## src/hdl/fpu_macros.svh

```systemverilog
`ifndef FPU_MACROS_SVH
`define FPU_MACROS_SVH

// single precision layout
`define FPU_WIDTH      32
`define FPU_EXP_BITS   8
`define FPU_MAN_BITS   23

// min/max result when both operands are NaN
`define FPU_CANON_NAN  32'h7fc00000

`endif

```

## src/hdl/fpu_pkg.sv

```systemverilog
`default_nettype none

package fpu_pkg;

	// one code per loaded operation
	typedef enum logic [3:0] {
		op_sgnj   = 4'd0,
		op_sgnjn  = 4'd1,
		op_sgnjx  = 4'd2,
		op_feq    = 4'd3,
		op_flt    = 4'd4,
		op_fle    = 4'd5,
		op_fmin   = 4'd6,
		op_fmax   = 4'd7,
		op_fclass = 4'd8
	} fpu_op_t;

	// unit that drives result and iv
	typedef enum logic [2:0] {
		unit_none   = 3'd0,
		unit_sign   = 3'd1,
		unit_cmp    = 3'd2,
		unit_minmax = 3'd3,
		unit_class  = 3'd4
	} fpu_unit_t;

endpackage

`default_nettype wire

```

## src/hdl/float_fields_if.sv

```systemverilog
`timescale 1ns/1ps
`default_nettype none

`include "fpu_macros.svh"

interface float_fields_if;

	logic                        sgn;
	logic [`FPU_EXP_BITS-1:0]    exp;
	logic [`FPU_MAN_BITS-1:0]    man;
	logic                        zero;
	logic                        inf;
	logic                        snan;
	logic                        qnan;
	logic                        denormal;

	modport source (output sgn, exp, man, zero, inf, snan, qnan, denormal);
	modport sink   (input  sgn, exp, man, zero, inf, snan, qnan, denormal);

endinterface

`default_nettype wire

```

## src/hdl/float_splitter.sv

```systemverilog
`timescale 1ns/1ps
`default_nettype none

`include "fpu_macros.svh"

module float_splitter (
	input  wire logic [`FPU_WIDTH-1:0] value,
	float_fields_if.source             fields
);

	logic exp_zero;
	logic exp_ones;
	logic man_zero;

	assign fields.sgn = value[`FPU_WIDTH-1];
	assign fields.exp = value[`FPU_WIDTH-2 -: `FPU_EXP_BITS];
	assign fields.man = value[`FPU_MAN_BITS-1:0];

	assign exp_zero = (fields.exp == '0);
	assign exp_ones = (fields.exp == '1);
	assign man_zero = (fields.man == '0);

	assign fields.zero     = exp_zero & man_zero;
	assign fields.denormal = exp_zero & ~man_zero;
	assign fields.inf      = exp_ones & man_zero;

	// quiet bit is the fraction msb
	assign fields.qnan = exp_ones & fields.man[`FPU_MAN_BITS-1];
	assign fields.snan = exp_ones & ~fields.man[`FPU_MAN_BITS-1] & ~man_zero;

endmodule

`default_nettype wire

```

## src/hdl/fpu_op_register.sv

```systemverilog
`timescale 1ns/1ps
`default_nettype none

`include "fpu_macros.svh"

module fpu_op_register (
	input  wire logic                  clk,
	input  wire logic                  reset,
	input  wire logic                  load,
	input  wire fpu_pkg::fpu_op_t      op,
	input  wire logic [`FPU_WIDTH-1:0] a,
	input  wire logic [`FPU_WIDTH-1:0] b,
	output logic [`FPU_WIDTH-1:0]      a_q,
	output logic [`FPU_WIDTH-1:0]      b_q,
	output fpu_pkg::fpu_op_t           op_q,
	output fpu_pkg::fpu_unit_t         unit_q,
	output logic                       ready
);

	fpu_pkg::fpu_unit_t unit_next;

	always_comb begin
		case (op)
			fpu_pkg::op_sgnj, fpu_pkg::op_sgnjn, fpu_pkg::op_sgnjx:
				unit_next = fpu_pkg::unit_sign;
			fpu_pkg::op_feq, fpu_pkg::op_flt, fpu_pkg::op_fle:
				unit_next = fpu_pkg::unit_cmp;
			fpu_pkg::op_fmin, fpu_pkg::op_fmax:
				unit_next = fpu_pkg::unit_minmax;
			fpu_pkg::op_fclass:
				unit_next = fpu_pkg::unit_class;
			default:
				unit_next = fpu_pkg::unit_none;
		endcase
	end

	always_ff @(posedge clk, posedge reset) begin
		if (reset) begin
			op_q   <= fpu_pkg::op_sgnj;
			unit_q <= fpu_pkg::unit_none;
			ready  <= 1'b0;
		end else begin
			// one pulse per load, back to back allowed
			ready <= load;
			if (load) begin
				op_q   <= op;
				unit_q <= unit_next;
			end
		end
	end

	// operand payload
	always_ff @(posedge clk) begin
		if (load) begin
			a_q <= a;
			b_q <= b;
		end
	end

endmodule

`default_nettype wire

```

## src/hdl/sign_injector.sv

```systemverilog
`timescale 1ns/1ps
`default_nettype none

`include "fpu_macros.svh"

module sign_injector (
	input  wire fpu_pkg::fpu_op_t      op_q,
	input  wire logic [`FPU_WIDTH-1:0] a_q,
	input  wire logic                  sgn_b,
	output logic [`FPU_WIDTH-1:0]      value
);

	logic sgn_new;

	always_comb begin
		case (op_q)
			fpu_pkg::op_sgnj:  sgn_new = sgn_b;
			fpu_pkg::op_sgnjn: sgn_new = ~sgn_b;
			fpu_pkg::op_sgnjx: sgn_new = a_q[`FPU_WIDTH-1] ^ sgn_b;
			default:           sgn_new = a_q[`FPU_WIDTH-1];
		endcase
	end

	// payload bits untouched, NaNs included
	assign value = {sgn_new, a_q[`FPU_WIDTH-2:0]};

endmodule

`default_nettype wire

```

## src/hdl/float_compare.sv

```systemverilog
`timescale 1ns/1ps
`default_nettype none

`include "fpu_macros.svh"

module float_compare (
	input  wire fpu_pkg::fpu_op_t  op_q,
	float_fields_if.sink           fa,
	float_fields_if.sink           fb,
	output logic [`FPU_WIDTH-1:0]  value,
	output logic                   iv
);

	logic [`FPU_WIDTH-2:0] mag_a;
	logic [`FPU_WIDTH-2:0] mag_b;
	logic                  any_nan;
	logic                  any_snan;
	logic                  both_zero;
	logic                  mag_lt;
	logic                  mag_eq;
	logic                  eq;
	logic                  lt;
	logic                  bit_out;

	assign mag_a = {fa.exp, fa.man};
	assign mag_b = {fb.exp, fb.man};
	assign mag_lt = (mag_a < mag_b);
	assign mag_eq = (mag_a == mag_b);

	assign any_snan  = fa.snan | fb.snan;
	assign any_nan   = any_snan | fa.qnan | fb.qnan;
	assign both_zero = fa.zero & fb.zero;

	// +0 and -0 compare equal
	assign eq = both_zero | ((fa.sgn == fb.sgn) & mag_eq);

	always_comb begin
		if (both_zero)
			lt = 1'b0;
		else if (fa.sgn != fb.sgn)
			lt = fa.sgn;
		else if (!fa.sgn)
			lt = mag_lt;
		else
			lt = ~mag_lt & ~mag_eq;
	end

	always_comb begin
		bit_out = 1'b0;
		iv      = 1'b0;
		case (op_q)
			fpu_pkg::op_feq: begin
				bit_out = eq & ~any_nan;
				iv      = any_snan;
			end
			fpu_pkg::op_flt: begin
				bit_out = lt & ~any_nan;
				iv      = any_nan;
			end
			fpu_pkg::op_fle: begin
				bit_out = (lt | eq) & ~any_nan;
				iv      = any_nan;
			end
			default: begin
				bit_out = 1'b0;
				iv      = 1'b0;
			end
		endcase
	end

	assign value = {{(`FPU_WIDTH-1){1'b0}}, bit_out};

endmodule

`default_nettype wire

```

## src/hdl/min_max_select.sv

```systemverilog
`timescale 1ns/1ps
`default_nettype none

`include "fpu_macros.svh"

module min_max_select (
	input  wire fpu_pkg::fpu_op_t      op_q,
	input  wire logic [`FPU_WIDTH-1:0] a_q,
	input  wire logic [`FPU_WIDTH-1:0] b_q,
	float_fields_if.sink               fa,
	float_fields_if.sink               fb,
	output logic [`FPU_WIDTH-1:0]      value,
	output logic                       iv
);

	logic [`FPU_WIDTH-2:0] mag_a;
	logic [`FPU_WIDTH-2:0] mag_b;
	logic                  nan_a;
	logic                  nan_b;
	logic                  a_lt_b;
	logic                  is_max;

	assign mag_a = {fa.exp, fa.man};
	assign mag_b = {fb.exp, fb.man};
	assign nan_a = fa.snan | fa.qnan;
	assign nan_b = fb.snan | fb.qnan;
	assign is_max = (op_q == fpu_pkg::op_fmax);

	// sign first, so -0 orders below +0
	assign a_lt_b = (fa.sgn != fb.sgn) ? fa.sgn :
		(fa.sgn ? (mag_a > mag_b) : (mag_a < mag_b));

	always_comb begin
		if (nan_a && nan_b)
			value = `FPU_CANON_NAN;
		else if (nan_a)
			value = b_q;
		else if (nan_b)
			value = a_q;
		else if (is_max)
			value = a_lt_b ? b_q : a_q;
		else
			value = a_lt_b ? a_q : b_q;
	end

	assign iv = fa.snan | fb.snan;

endmodule

`default_nettype wire

```

## src/hdl/float_classifier.sv

```systemverilog
`timescale 1ns/1ps
`default_nettype none

`include "fpu_macros.svh"

module float_classifier (
	float_fields_if.sink          fa,
	output logic [`FPU_WIDTH-1:0] value
);

	logic [9:0] mask;

	always_comb begin
		mask = '0;
		if (fa.snan)
			mask[8] = 1'b1;
		else if (fa.qnan)
			mask[9] = 1'b1;
		else if (fa.inf)
			mask[fa.sgn ? 0 : 7] = 1'b1;
		else if (fa.zero)
			mask[fa.sgn ? 3 : 4] = 1'b1;
		else if (fa.denormal)
			mask[fa.sgn ? 2 : 5] = 1'b1;
		else
			// normal numbers
			mask[fa.sgn ? 1 : 6] = 1'b1;
	end

	assign value = {{(`FPU_WIDTH-10){1'b0}}, mask};

endmodule

`default_nettype wire

```

## src/hdl/fpu_misc_core.sv

```systemverilog
`timescale 1ns/1ps
`default_nettype none

`include "fpu_macros.svh"

module fpu_misc_core (
	input  wire logic                  clk,
	input  wire logic                  reset,
	input  wire logic                  load,
	input  wire fpu_pkg::fpu_op_t      op,
	input  wire logic [`FPU_WIDTH-1:0] a,
	input  wire logic [`FPU_WIDTH-1:0] b,
	output logic [`FPU_WIDTH-1:0]      result,
	output logic                       iv,
	output logic                       ready
);

	logic [`FPU_WIDTH-1:0] a_q;
	logic [`FPU_WIDTH-1:0] b_q;
	fpu_pkg::fpu_op_t      op_q;
	fpu_pkg::fpu_unit_t    unit_q;

	logic [`FPU_WIDTH-1:0] result_sign;
	logic [`FPU_WIDTH-1:0] result_cmp;
	logic [`FPU_WIDTH-1:0] result_minmax;
	logic [`FPU_WIDTH-1:0] result_class;
	logic                  iv_cmp;
	logic                  iv_minmax;

	float_fields_if fa ();
	float_fields_if fb ();

	fpu_op_register op_reg (
		.clk    (clk),
		.reset  (reset),
		.load   (load),
		.op     (op),
		.a      (a),
		.b      (b),
		.a_q    (a_q),
		.b_q    (b_q),
		.op_q   (op_q),
		.unit_q (unit_q),
		.ready  (ready)
	);

	float_splitter split_a (.value(a_q), .fields(fa));
	float_splitter split_b (.value(b_q), .fields(fb));

	sign_injector sign_inj (
		.op_q  (op_q),
		.a_q   (a_q),
		.sgn_b (fb.sgn),
		.value (result_sign)
	);

	float_compare cmp (
		.op_q  (op_q),
		.fa    (fa),
		.fb    (fb),
		.value (result_cmp),
		.iv    (iv_cmp)
	);

	min_max_select minmax (
		.op_q  (op_q),
		.a_q   (a_q),
		.b_q   (b_q),
		.fa    (fa),
		.fb    (fb),
		.value (result_minmax),
		.iv    (iv_minmax)
	);

	float_classifier classify (
		.fa    (fa),
		.value (result_class)
	);

	// unit_none covers reset and unused codes
	always_comb begin
		result = '0;
		iv     = 1'b0;
		case (unit_q)
			fpu_pkg::unit_sign: result = result_sign;
			fpu_pkg::unit_cmp: begin
				result = result_cmp;
				iv     = iv_cmp;
			end
			fpu_pkg::unit_minmax: begin
				result = result_minmax;
				iv     = iv_minmax;
			end
			fpu_pkg::unit_class: result = result_class;
			default: begin
				result = '0;
				iv     = 1'b0;
			end
		endcase
	end

endmodule

`default_nettype wire

```

## config.mk

```make
export PLATFORM = sky130hd
export DESIGN_NAME = fpu_misc_core
export DESIGN_NICKNAME = d
export VERILOG_FILES = /design/src/hdl/fpu_pkg.sv /design/src/hdl/float_fields_if.sv /design/src/hdl/float_splitter.sv /design/src/hdl/fpu_op_register.sv /design/src/hdl/sign_injector.sv /design/src/hdl/float_compare.sv /design/src/hdl/min_max_select.sv /design/src/hdl/float_classifier.sv /design/src/hdl/fpu_misc_core.sv
export VERILOG_INCLUDE_DIRS = /design/src /design/src/hdl
export SDC_FILE = /design/constraint.sdc
export NUM_CORES = 1
export LEC_CHECK = 0
export BUFFER_PORTS_ARGS = -buffer_cell sky130_fd_sc_hd__buf_2
export CAP_MARGIN = 25
export CORE_ASPECT_RATIO = 1.5
export CORE_MARGIN = 2
export CORE_UTILIZATION = 40
export CTS_CLUSTER_DIAMETER = 200
export DETAILED_ROUTE_END_ITERATION = 16
export GPL_TIMING_DRIVEN = 0
export SLEW_MARGIN = 25
export SYNTH_ARGS = -nofsm -noshare
export SYNTH_HDL_FRONTEND = slang
export SYNTH_SLANG_ARGS = --single-unit
```

## constraint.sdc

```tcl
create_clock -name clk -period 3.7 [get_ports clk]
set_clock_uncertainty 0.05 [all_clocks]
set_input_delay 0.37 -clock clk [delete_from_list [all_inputs] [get_ports clk]]
set_output_delay 0.37 -clock clk [all_outputs]
set_load 0.01 [all_outputs]
```

==> results of run 1 <==
[sequential cells by signal (all words and copies together) (netlist names)]
signal         count
op_reg.ready       1
op_reg.op_q        4
op_reg.a_q        32
op_reg.b_q        32
op_reg.unit_q      3
[power groups by stage]
stage               sequential [mW]  clock, mW  combinational [mW]
floorplan                      1.02          0               0.225
global placement               1.05          0               0.350
detailed placement             1.05          0               0.360
CTS                            1.03      0.836               0.411
global route                   1.03      0.876               0.490
finish                         1.03      0.824               0.445
[stage by stage]
stage / setup slack (ps) / util, % / setup TNS [ps]
2_1_floorplan: 569 / - / 0
3_3_place_gp: -54.7 / 47.2 / -274
3_5_place_dp: -16.4 / 47.3 / -17.3
4_1_cts: -108 / 52.4 / -1440
5_1_grt: -276 / 53.9 / -7130
6_report: -137 / 53.9 / -1920
[area by class of cell]
cell class | count | area, sq um
timing repair buffer | 138 | 801
multi-input combinational | 237 | 1860
clock inverter | 3 | 43.8
sequential | 72 | 2120
inverter | 39 | 146
fill | 933 | 4620
clock buffer | 12 | 236
buffer | 7 | 50.0
tap | 117 | 146
[timing repair]
item,4_1_cts,5_1_grt
pin swaps,27,14
resized for setup,12,9
cloned,1,0
buffers inserted,20,12
endpoints found under the setup margin,31,31
hold buffers,1,0
hold endpoints to repair,8,0
[cell usage after synthesis (all sizes together), types with 2 or more instances]
cell type / instances / area (sq um)
nand2: 24 / 90.1
a22oi: 2 / 15.0
ha: 33 / 413
and3: 5 / 31.3
nor3: 10 / 55.1
nand3b: 2 / 15.0
a22o: 22 / 193
nand3: 5 / 25.0
and2: 2 / 12.5
o211ai: 3 / 22.5
nand4b: 2 / 17.5
clkbuf: 5 / 18.8
nor4b: 2 / 23.8
a21oi: 21 / 105
o21ai: 13 / 65.1
dfrtp: 8 / 200
mux2: 5 / 56.3
a221o: 11 / 110
nor4: 15 / 93.8
edfxtp: 64 / 1920
or4: 3 / 22.5
nor2: 21 / 78.8
or3: 3 / 23.8
inv: 39 / 146
buf: 4 / 26.3
a211oi: 5 / 57.6
and4: 2 / 17.5
a31oi: 2 / 12.5
nand4: 13 / 81.3
[worst reg2reg max path: cells and delay by family (launching register included)]
kind	cells	cell delay (ps)
buffers and inverters	1	210
muxes	1	320
DFF	1	350
[logic make-up (layout without fill, tap and decap cells)]
logic type / count (synthesis) / count (layout) / share of synthesized area (%)
xor+xnor: 1 / 1 / 0.215
flops: 72 / 72 / 52.2
fa+ha+maj: 33 / 33 / 10.2
buf+inv: 48 / 199 / 4.71
simple gates: 112 / 112 / 15.0
compound gates: 85 / 85 / 16.1
mux: 6 / 6 / 1.63
[metal layers]
metal | vias to the layer above | global-route usage, % | wire length [microns]
met1 | 1670 | 23.0 | 4310
li1 | 1682 | - | -
met4 | 0 | 10.9 | 492
met2 | 125 | 34.8 | 5670
met5 | - | 0 | 0
met3 | 36 | 4.07 | 542
[worst paths after layout]
kind / from / endpoint / slack (ps)
worst max-delay path: op_reg.a_q[29] / result[8] / -140
min in group asynchronous: reset / op_reg.unit_q[0] / 470
worst max register to register: op_reg.op_q[1] / op_reg.op_q[1] / 2650
worst min-delay path: a[28] / op_reg.a_q[28] / 160
max in group asynchronous: reset / op_reg.op_q[3] / 2900
worst min register to register: op_reg.op_q[3] / op_reg.op_q[3] / 590
==> flow_summary.toml, run 1 <==
[status]
status = "complete, but fails checks"
violations = "setup timing"

[floorplan]
die_h_microns = 128
die_area_sq_mm = 0.0110
num_rows = 45
ioPinCount = 105
start_util_pct = 40.6
core_region_area_sq_mm = 0.0100
die_width_microns = 86.3

[power_and_ir_drop]
p_sw_share_pct = 26.2
total_power_mw = 2.30
power-per-cell-area_mw_per_mm2 = 425
power_frac_clock_pct = 35.9
net-switching-power_mw = 0.601
vdd_drop_max_mv = 0.268
p_leak_nw = 2.38
pwr-share-comb_pct = 19.4
p_int_mw = 1.69
seqPwrFrac_pct = 44.7

[timing]
rsz0062_at_grt = "true"
finalSetupViolCount = 30
hold_viol = 0
relSlewSlack_pct = 42.3
setup_ws_ps = -137
final_max_slew_viol_count = 0
fmax_mhz = 261
finalCriticalPeriod_ps = 3840
period_share_pct = 104
tightest_slew_ps = 858
holdWs_ps = 159

[placement]
placed_cells = 578
place_hpwl_microns = 8070
gp_congestion = 0.869
place_area_sq_mm = 0.00474
portBuffers = 104

[setup_path]
path_buf_inv = 2
cp.depth = 11
cp_cell_sequence = "ha_1, a21oi_1, nand2_1, a211oi_2, o211ai_1, or3_4, and3_4, o311a_4, buf_4, a221o_1, buf_2"
cp.required_ps = 3280
crit_type = "reg2out"
ff2ff_path_depth = 2
crit_family = "compound AO/OA/AOI/OAI gates"
path_max_fanout = 4
worst_path_max_delay_cell = "edfxtp_1"
crit_arrival_ps = 3420
cpPeakStageDelay_ps = 410
cp-end-kind = "output port"
startpoint_type = "flip-flop"

[yosys]
synth-seq-area-share_pct = 52.2
ys_warn_count = 0
synth_edf_count = 64
syn_nets = 461
syn_inst = 357
yosysUniqueCellTypes = 46
synth_flop_cell = "edfxtp_1"
synth.avg_cell_area_sq_um = 11.4
ys_async_sr_fraction_pct = 11.1
ys_ff_latch = 72
synthesis.area_sq_mm = 0.00407

[layout]
num_antenna_cells = 0
layout_common_cells = "buf_2 (104), edfxtp_1 (64), inv_1 (37), buf_4 (34), ha_1 (29)"
stdcell_area_sq_mm = 0.00540
drive_gt1_share_pct = 35.6
area_growth_pct = 32.8
final_common_cell = "buf_2"
final_cells = 625
nets = 608

[routing]
drt_wl_total_microns = 11000
vias = 3513
dr.first_iter.drc_count = 257
antenna_left = 0
first_pass_iters = 5
wire_per_inst_microns = 17.6
vias_per_cell = 5.62
drc = 0

[run]
maxCapViolations = 0

[global_route]
grt_util_all_layers_pct = 20.2
antenna_found_initial = 0
grt_remaining_overflow = 0
grt_pass1_vias = 3438
grt_pass1_wl_microns = 16700
grt_max_degree = 67

[cts]
cts_tree = "built"
cts.clk_slew.worst_paths_ps = 60
cts_buffers = 9
clockRootBuffer = "clkbuf_16"
clock-sinks = 72
cts.htree.levels = 3
clkLatencyLatePin_ps = 330
cts_max_path_buffers = 2

[hold_path]
hold_depth = 1
min_path_type = "in2reg"
No activity file was read; power rests on OpenSTA's default activity.
==> run 2: changes to the inputs <==
--- a/config.mk
+++ b/config.mk
@@ -18,3 +18,4 @@
 export SYNTH_ARGS = -nofsm -noshare
 export SYNTH_HDL_FRONTEND = slang
 export SYNTH_SLANG_ARGS = --single-unit
+export TNS_END_PERCENT = 1
==> constraint.sdc (replaced) <==
create_clock -name clk -period 3.85 [get_ports clk]
set_clock_uncertainty 0.05 [all_clocks]
set_input_delay 0.1925 -clock clk [delete_from_list [all_inputs] [get_ports clk]]
set_output_delay 0.1925 -clock clk [all_outputs]
set_load 0.01 [all_outputs]
==> flow_summary.toml, run 2 (same netlist as run 1, synthesis figures left out) <==
[setup_path]
crit_type = "reg2out"
startpoint_type = "flip-flop"
rrSetupSlack_ps = 2810
cp.required_ps = 3610
regToRegStartpoint = "op_reg.op_q[1]"
rr_endpoint = "op_reg.op_q[1]"
cp-end-kind = "output port"
path_max_fanout = 9
crit_arrival_ps = 3580
ff2ff_path_depth = 2

[timing]
relSlewSlack_pct = 46.2
finalCriticalPeriod_ps = 3820
rsz0062_at_grt = "true"
setup_ws_ps = 25.7
final_max_slew_viol_count = 0
fmax_mhz = 261
finalSetupViolCount = 0
hold_viol = 0
period_share_pct = 99.3
tightest_slew_ps = 807

[layout]
stdcell_area_sq_mm = 0.00569
area_growth_pct = 40.0
fillers = 888
postLayoutCoreUtil_pct = 56.8
final_common_cell = "buf_2"
top_regs = "op_reg.a_q x32, op_reg.b_q x32, op_reg.op_q x4"
num_antenna_cells = 0
layout_common_cells = "buf_2 (106), dlygate4sd3_1 (64), edfxtp_1 (64), inv_1 (39), ha_1 (33)"
drive_gt1_share_pct = 25.5
nets = 642

[status]
status = "finished clean"

[hold_path]
min_path_type = "in2reg"
hp-start = "b[24]"
hold_depth = 1
hold_path_end = "op_reg.b_q[24]"

[routing]
first_pass_iters = 4
dr.first_iter.drc_count = 216
vias_per_cell = 5.43
wire_per_inst_microns = 17.0
drc = 0
vias = 3581
drt_wl_total_microns = 11200
antenna_left = 0

[cts]
clock-sinks = 72
cts.clk_slew.worst_paths_ps = 50
cts_buffers = 9
clockRootBuffer = "clkbuf_16"
cts_tree = "built"
cts.htree.levels = 3
clkLatencyLatePin_ps = 330
cts_max_path_buffers = 2

[floorplan]
ioPinCount = 105
die_width_microns = 86.3
start_util_pct = 40.6
num_rows = 45
die_area_sq_mm = 0.0110
core_region_area_sq_mm = 0.0100
die_h_microns = 128

[placement]
place_area_sq_mm = 0.00474
gp_congestion = 0.869
portBuffers = 104
dpl_worst_slack_ps = 311
place_hpwl_microns = 8070

[power_and_ir_drop]
total_power_mw = 2.19
vdd_drop_max_mv = 0.268
p_leak_nw = 2.48
power-per-cell-area_mw_per_mm2 = 385

[global_route]
antenna_found_initial = 0
grt_remaining_overflow = 0
grt_util_all_layers_pct = 21.2
grt_pass1_vias = 3662
grt_pass1_wl_microns = 17700
grt_max_degree = 67

[run]
maxCapViolations = 0
[run 2: cell types whose count changed in the layout (fill, tap and decap cells not counted), moves of 2 or more]
cell	previous run	this run
buf_2	104	106
ha_1	29	33
inv_2	2	0
dlygate4sd3_1	1	64
inv_1	37	39
a21oi_2	2	0
ha_4	4	0
a21oi_1	19	21
clkbuf_1	6	8
buf_4	34	3
[run 2: how the worst max path moves through the flow]
stage,startpoint,end,cells past startpoint
6_report,op_reg.a_q[31],result[7],9
5_1_grt,op_reg.b_q[29],result[8],11
3_5_place_dp,op_reg.a_q[8],result[22],11
2_1_floorplan,op_reg.a_q[8],result[0],10
4_1_cts,op_reg.a_q[8],result[22],11
3_3_place_gp,op_reg.a_q[31],result[22],10
[run 2: final cells by class]
class | instances | area [sq um] | area share [%]
plain buffers | 9 | 45.0 | 0.791
clock buffers | 12 | 236 | 4.15
clock inverters | 3 | 43.8 | 0.769
inverters | 39 | 146 | 2.57
multi-input cells | 237 | 1770 | 31.2
flip-flops and latches | 72 | 2120 | 37.3
well taps | 117 | 146 | 2.57
repair buffers | 170 | 1180 | 20.7
[run 2: worst max-delay path, stage by stage (launching register included)]
cell and delay, ps:
edfxtp_1 570, inv_1 200, ha_1 400, a211oi_2 210
o211ai_1 140, or3_4 410, and4_1 210, nor4b_2 640
a221o_1 310, buf_2 150
[run 2: report_power, final]
part	total [mW]	switching [mW]	internal, mW
registers	0.995	0.0698	0.925
logic	0.406	0.203	0.203
clock network	0.792	0.294	0.498
total	2.19	0.567	1.63
[run 2: layer usage]
metal / global-route usage (%) / wire length (microns) / vias to the layer above
li1: - / - / 1747
met1: 23.4 / 4210 / 1691
met2: 37.9 / 6030 / 118
met3: 4.20 / 589 / 25
met4: 10.5 / 388 / 0
met5: 0 / 0 / -
[run 2: metrics by stage]
step / hold slack (ps) / setup TNS (ps) / std cells
6_report: 7.27 / 0 / 659
5_1_grt: 2.46 / -41.2 / 659
4_1_cts: 1.01 / 0 / 657
3_5_place_dp: 99.3 / 0 / 578
3_3_place_gp: 94.9 / 0 / 578
2_1_floorplan: -41.8 / 0 / 357
[run 2: repair_timing]
item,4_1_cts,5_1_grt
hold buffers,64,0
endpoints found under the hold margin,71,0
endpoints found under the setup margin,20,28
pin swaps,0,3
resized for setup,1,2
buffers inserted,0,2
==> run 3: changes to the inputs <==
--- a/config.mk
+++ b/config.mk
@@ -8,14 +8,17 @@
 export LEC_CHECK = 0
 export BUFFER_PORTS_ARGS = -buffer_cell sky130_fd_sc_hd__buf_2
 export CAP_MARGIN = 25
+export CELL_PAD_IN_SITES_DETAIL_PLACEMENT = 1
+export CELL_PAD_IN_SITES_GLOBAL_PLACEMENT = 2
 export CORE_ASPECT_RATIO = 1.5
 export CORE_MARGIN = 2
-export CORE_UTILIZATION = 40
+export CORE_UTILIZATION = 34
 export CTS_CLUSTER_DIAMETER = 200
 export DETAILED_ROUTE_END_ITERATION = 16
 export GPL_TIMING_DRIVEN = 0
+export PLACE_DENSITY_LB_ADDON = 0.1
 export SLEW_MARGIN = 25
 export SYNTH_ARGS = -nofsm -noshare
 export SYNTH_HDL_FRONTEND = slang
 export SYNTH_SLANG_ARGS = --single-unit
-export TNS_END_PERCENT = 1
+export TNS_END_PERCENT = 100
==> flow_summary.toml, run 3 (same netlist as run 1, synthesis figures left out) <==
[power_and_ir_drop]
p_leak_nw = 2.49
total_power_mw = 2.20
power-per-cell-area_mw_per_mm2 = 380
vdd_drop_max_mv = 0.205

[setup_path]
startpoint_type = "flip-flop"
cpPeakStageDelay_ps = 410
path_buf_inv = 2
crit_family = "compound AO/OA/AOI/OAI gates"
crit_type = "reg2out"
path_max_fanout = 10
cp-end-kind = "output port"
cp.required_ps = 3610
cp_cell_sequence = "ha_1, a211oi_2, nor2_1, o31ai_2, a211oi_2, or3_4, and3_1, o311a_4, buf_6, a221o_1, buf_2"
worst_path_max_delay_cell = "edfxtp_1"
cpMostUsedCell = "a211oi_2"
crit_arrival_ps = 3490

[cts]
clkLatencyLatePin_ps = 340
cts.htree.levels = 3
cts.clk_slew.worst_paths_ps = 60
clock-sinks = 72
cts_max_path_buffers = 2
cts_tree = "built"
clockRootBuffer = "clkbuf_16"
cts_buffers = 9

[layout]
top_regs = "op_reg.a_q x32, op_reg.b_q x32, op_reg.op_q x4"
nets = 647
postLayoutCoreUtil_pct = 50.1
fillers = 1285
num_antenna_cells = 0
area_growth_pct = 42.6
drive_gt1_share_pct = 27.4
layout_common_cells = "buf_2 (106), dlygate4sd3_1 (65), edfxtp_1 (64), inv_1 (39), ha_1 (32)"
final_common_cell = "buf_2"

[floorplan]
die_width_microns = 93.3
core_region_area_sq_mm = 0.0116
ioPinCount = 105
die_area_sq_mm = 0.0129
num_rows = 48
start_util_pct = 35.1
die_h_microns = 138

[global_route]
grt_pass1_wl_microns = 20600
grt_util_all_layers_pct = 21.4
grt_pass1_vias = 3895
grt_max_degree = 67
grt_remaining_overflow = 0
antenna_found_initial = 0

[routing]
dr.first_iter.drc_count = 120
antenna_left = 0
vias_per_cell = 5.25
vias = 3665
first_pass_iters = 4
drc = 0
drt_wl_total_microns = 13200
wire_per_inst_microns = 18.8

[timing]
setup_tns_ps = 0
final_max_slew_viol_count = 0
finalCriticalPeriod_ps = 3730
hold_viol = 0
tightest_slew_ps = 854
finalSetupViolCount = 0
fmax_mhz = 268
period_share_pct = 96.8
relSlewSlack_pct = 42.6
setup_ws_ps = 122

[status]
status = "finished clean"

[hold_path]
min_path_type = "in2reg"

[placement]
place_hpwl_microns = 9420
gp_congestion = 0.866
dpl_worst_slack_ps = 133
portBuffers = 104

[run]
maxCapViolations = 0
## run 3: changes by cell type in the layout (fill, tap and decap cells not counted), moves of 2 or more
cell	before	now
buf_4	3	9
clkbuf_1	8	4
clkinvlp_4	0	3
nor3_2	0	2
## run 3: final timing paths
kind	start	to	slack [ps]	depth (start not counted)
worst max register to register	op_reg.op_q[1]	op_reg.op_q[1]	2810	2
worst min-delay path	op[0]	op_reg.op_q[0]	70	2
min in group asynchronous	reset	op_reg.unit_q[0]	300	3
max in group asynchronous	reset	op_reg.op_q[2]	3200	3
worst min register to register	op_reg.unit_q[2]	op_reg.unit_q[2]	610	1
worst max-delay path	op_reg.a_q[4]	result[9]	120	11
## run 3: repair_timing
item,in CTS,in global routing
setup buffers,1,7
hold buffers,65,0
hold endpoints to repair,72,0
resized for setup,3,3
pin swaps,1,4
setup endpoints to repair,27,29
## run 3: per-layer routing
metal	GRT usage, %	vias up	share of wire [%]
met5	0	-	0
met2	41.1	85	57
met1	23.4	1803	38
met3	3.26	17	2.8
met4	7.68	0	1.7
li1	-	1760	-
## run 3: power by group
part           total (mW)  internal, mW  switching [mW]
combinational       0.428         0.212           0.217
clock               0.782         0.438           0.343
sequential          0.994         0.924          0.0700
total                2.20          1.57           0.630
## run 3: area by class of cell
cell class	instances	area (sq um)	share of cell area, %
well taps	150	188	3.23
multi-input cells	237	1800	31.0
clock buffers	10	229	3.95
inverters	39	146	2.52
plain buffers	7	37.5	0.647
flip-flops and latches	72	2120	36.6
repair buffers	177	1230	21.3
clock inverters	6	45.0	0.776
## run 3: stage by stage
step                instances  area [sq um]  hold WS (ps)
detailed placement        611          4780           108
CTS                       693          5730          68.7
global placement          611          4780          99.2
floorplan                 357          4070         -41.8
global route              698          5800          94.0
finish                    698          5800          73.8
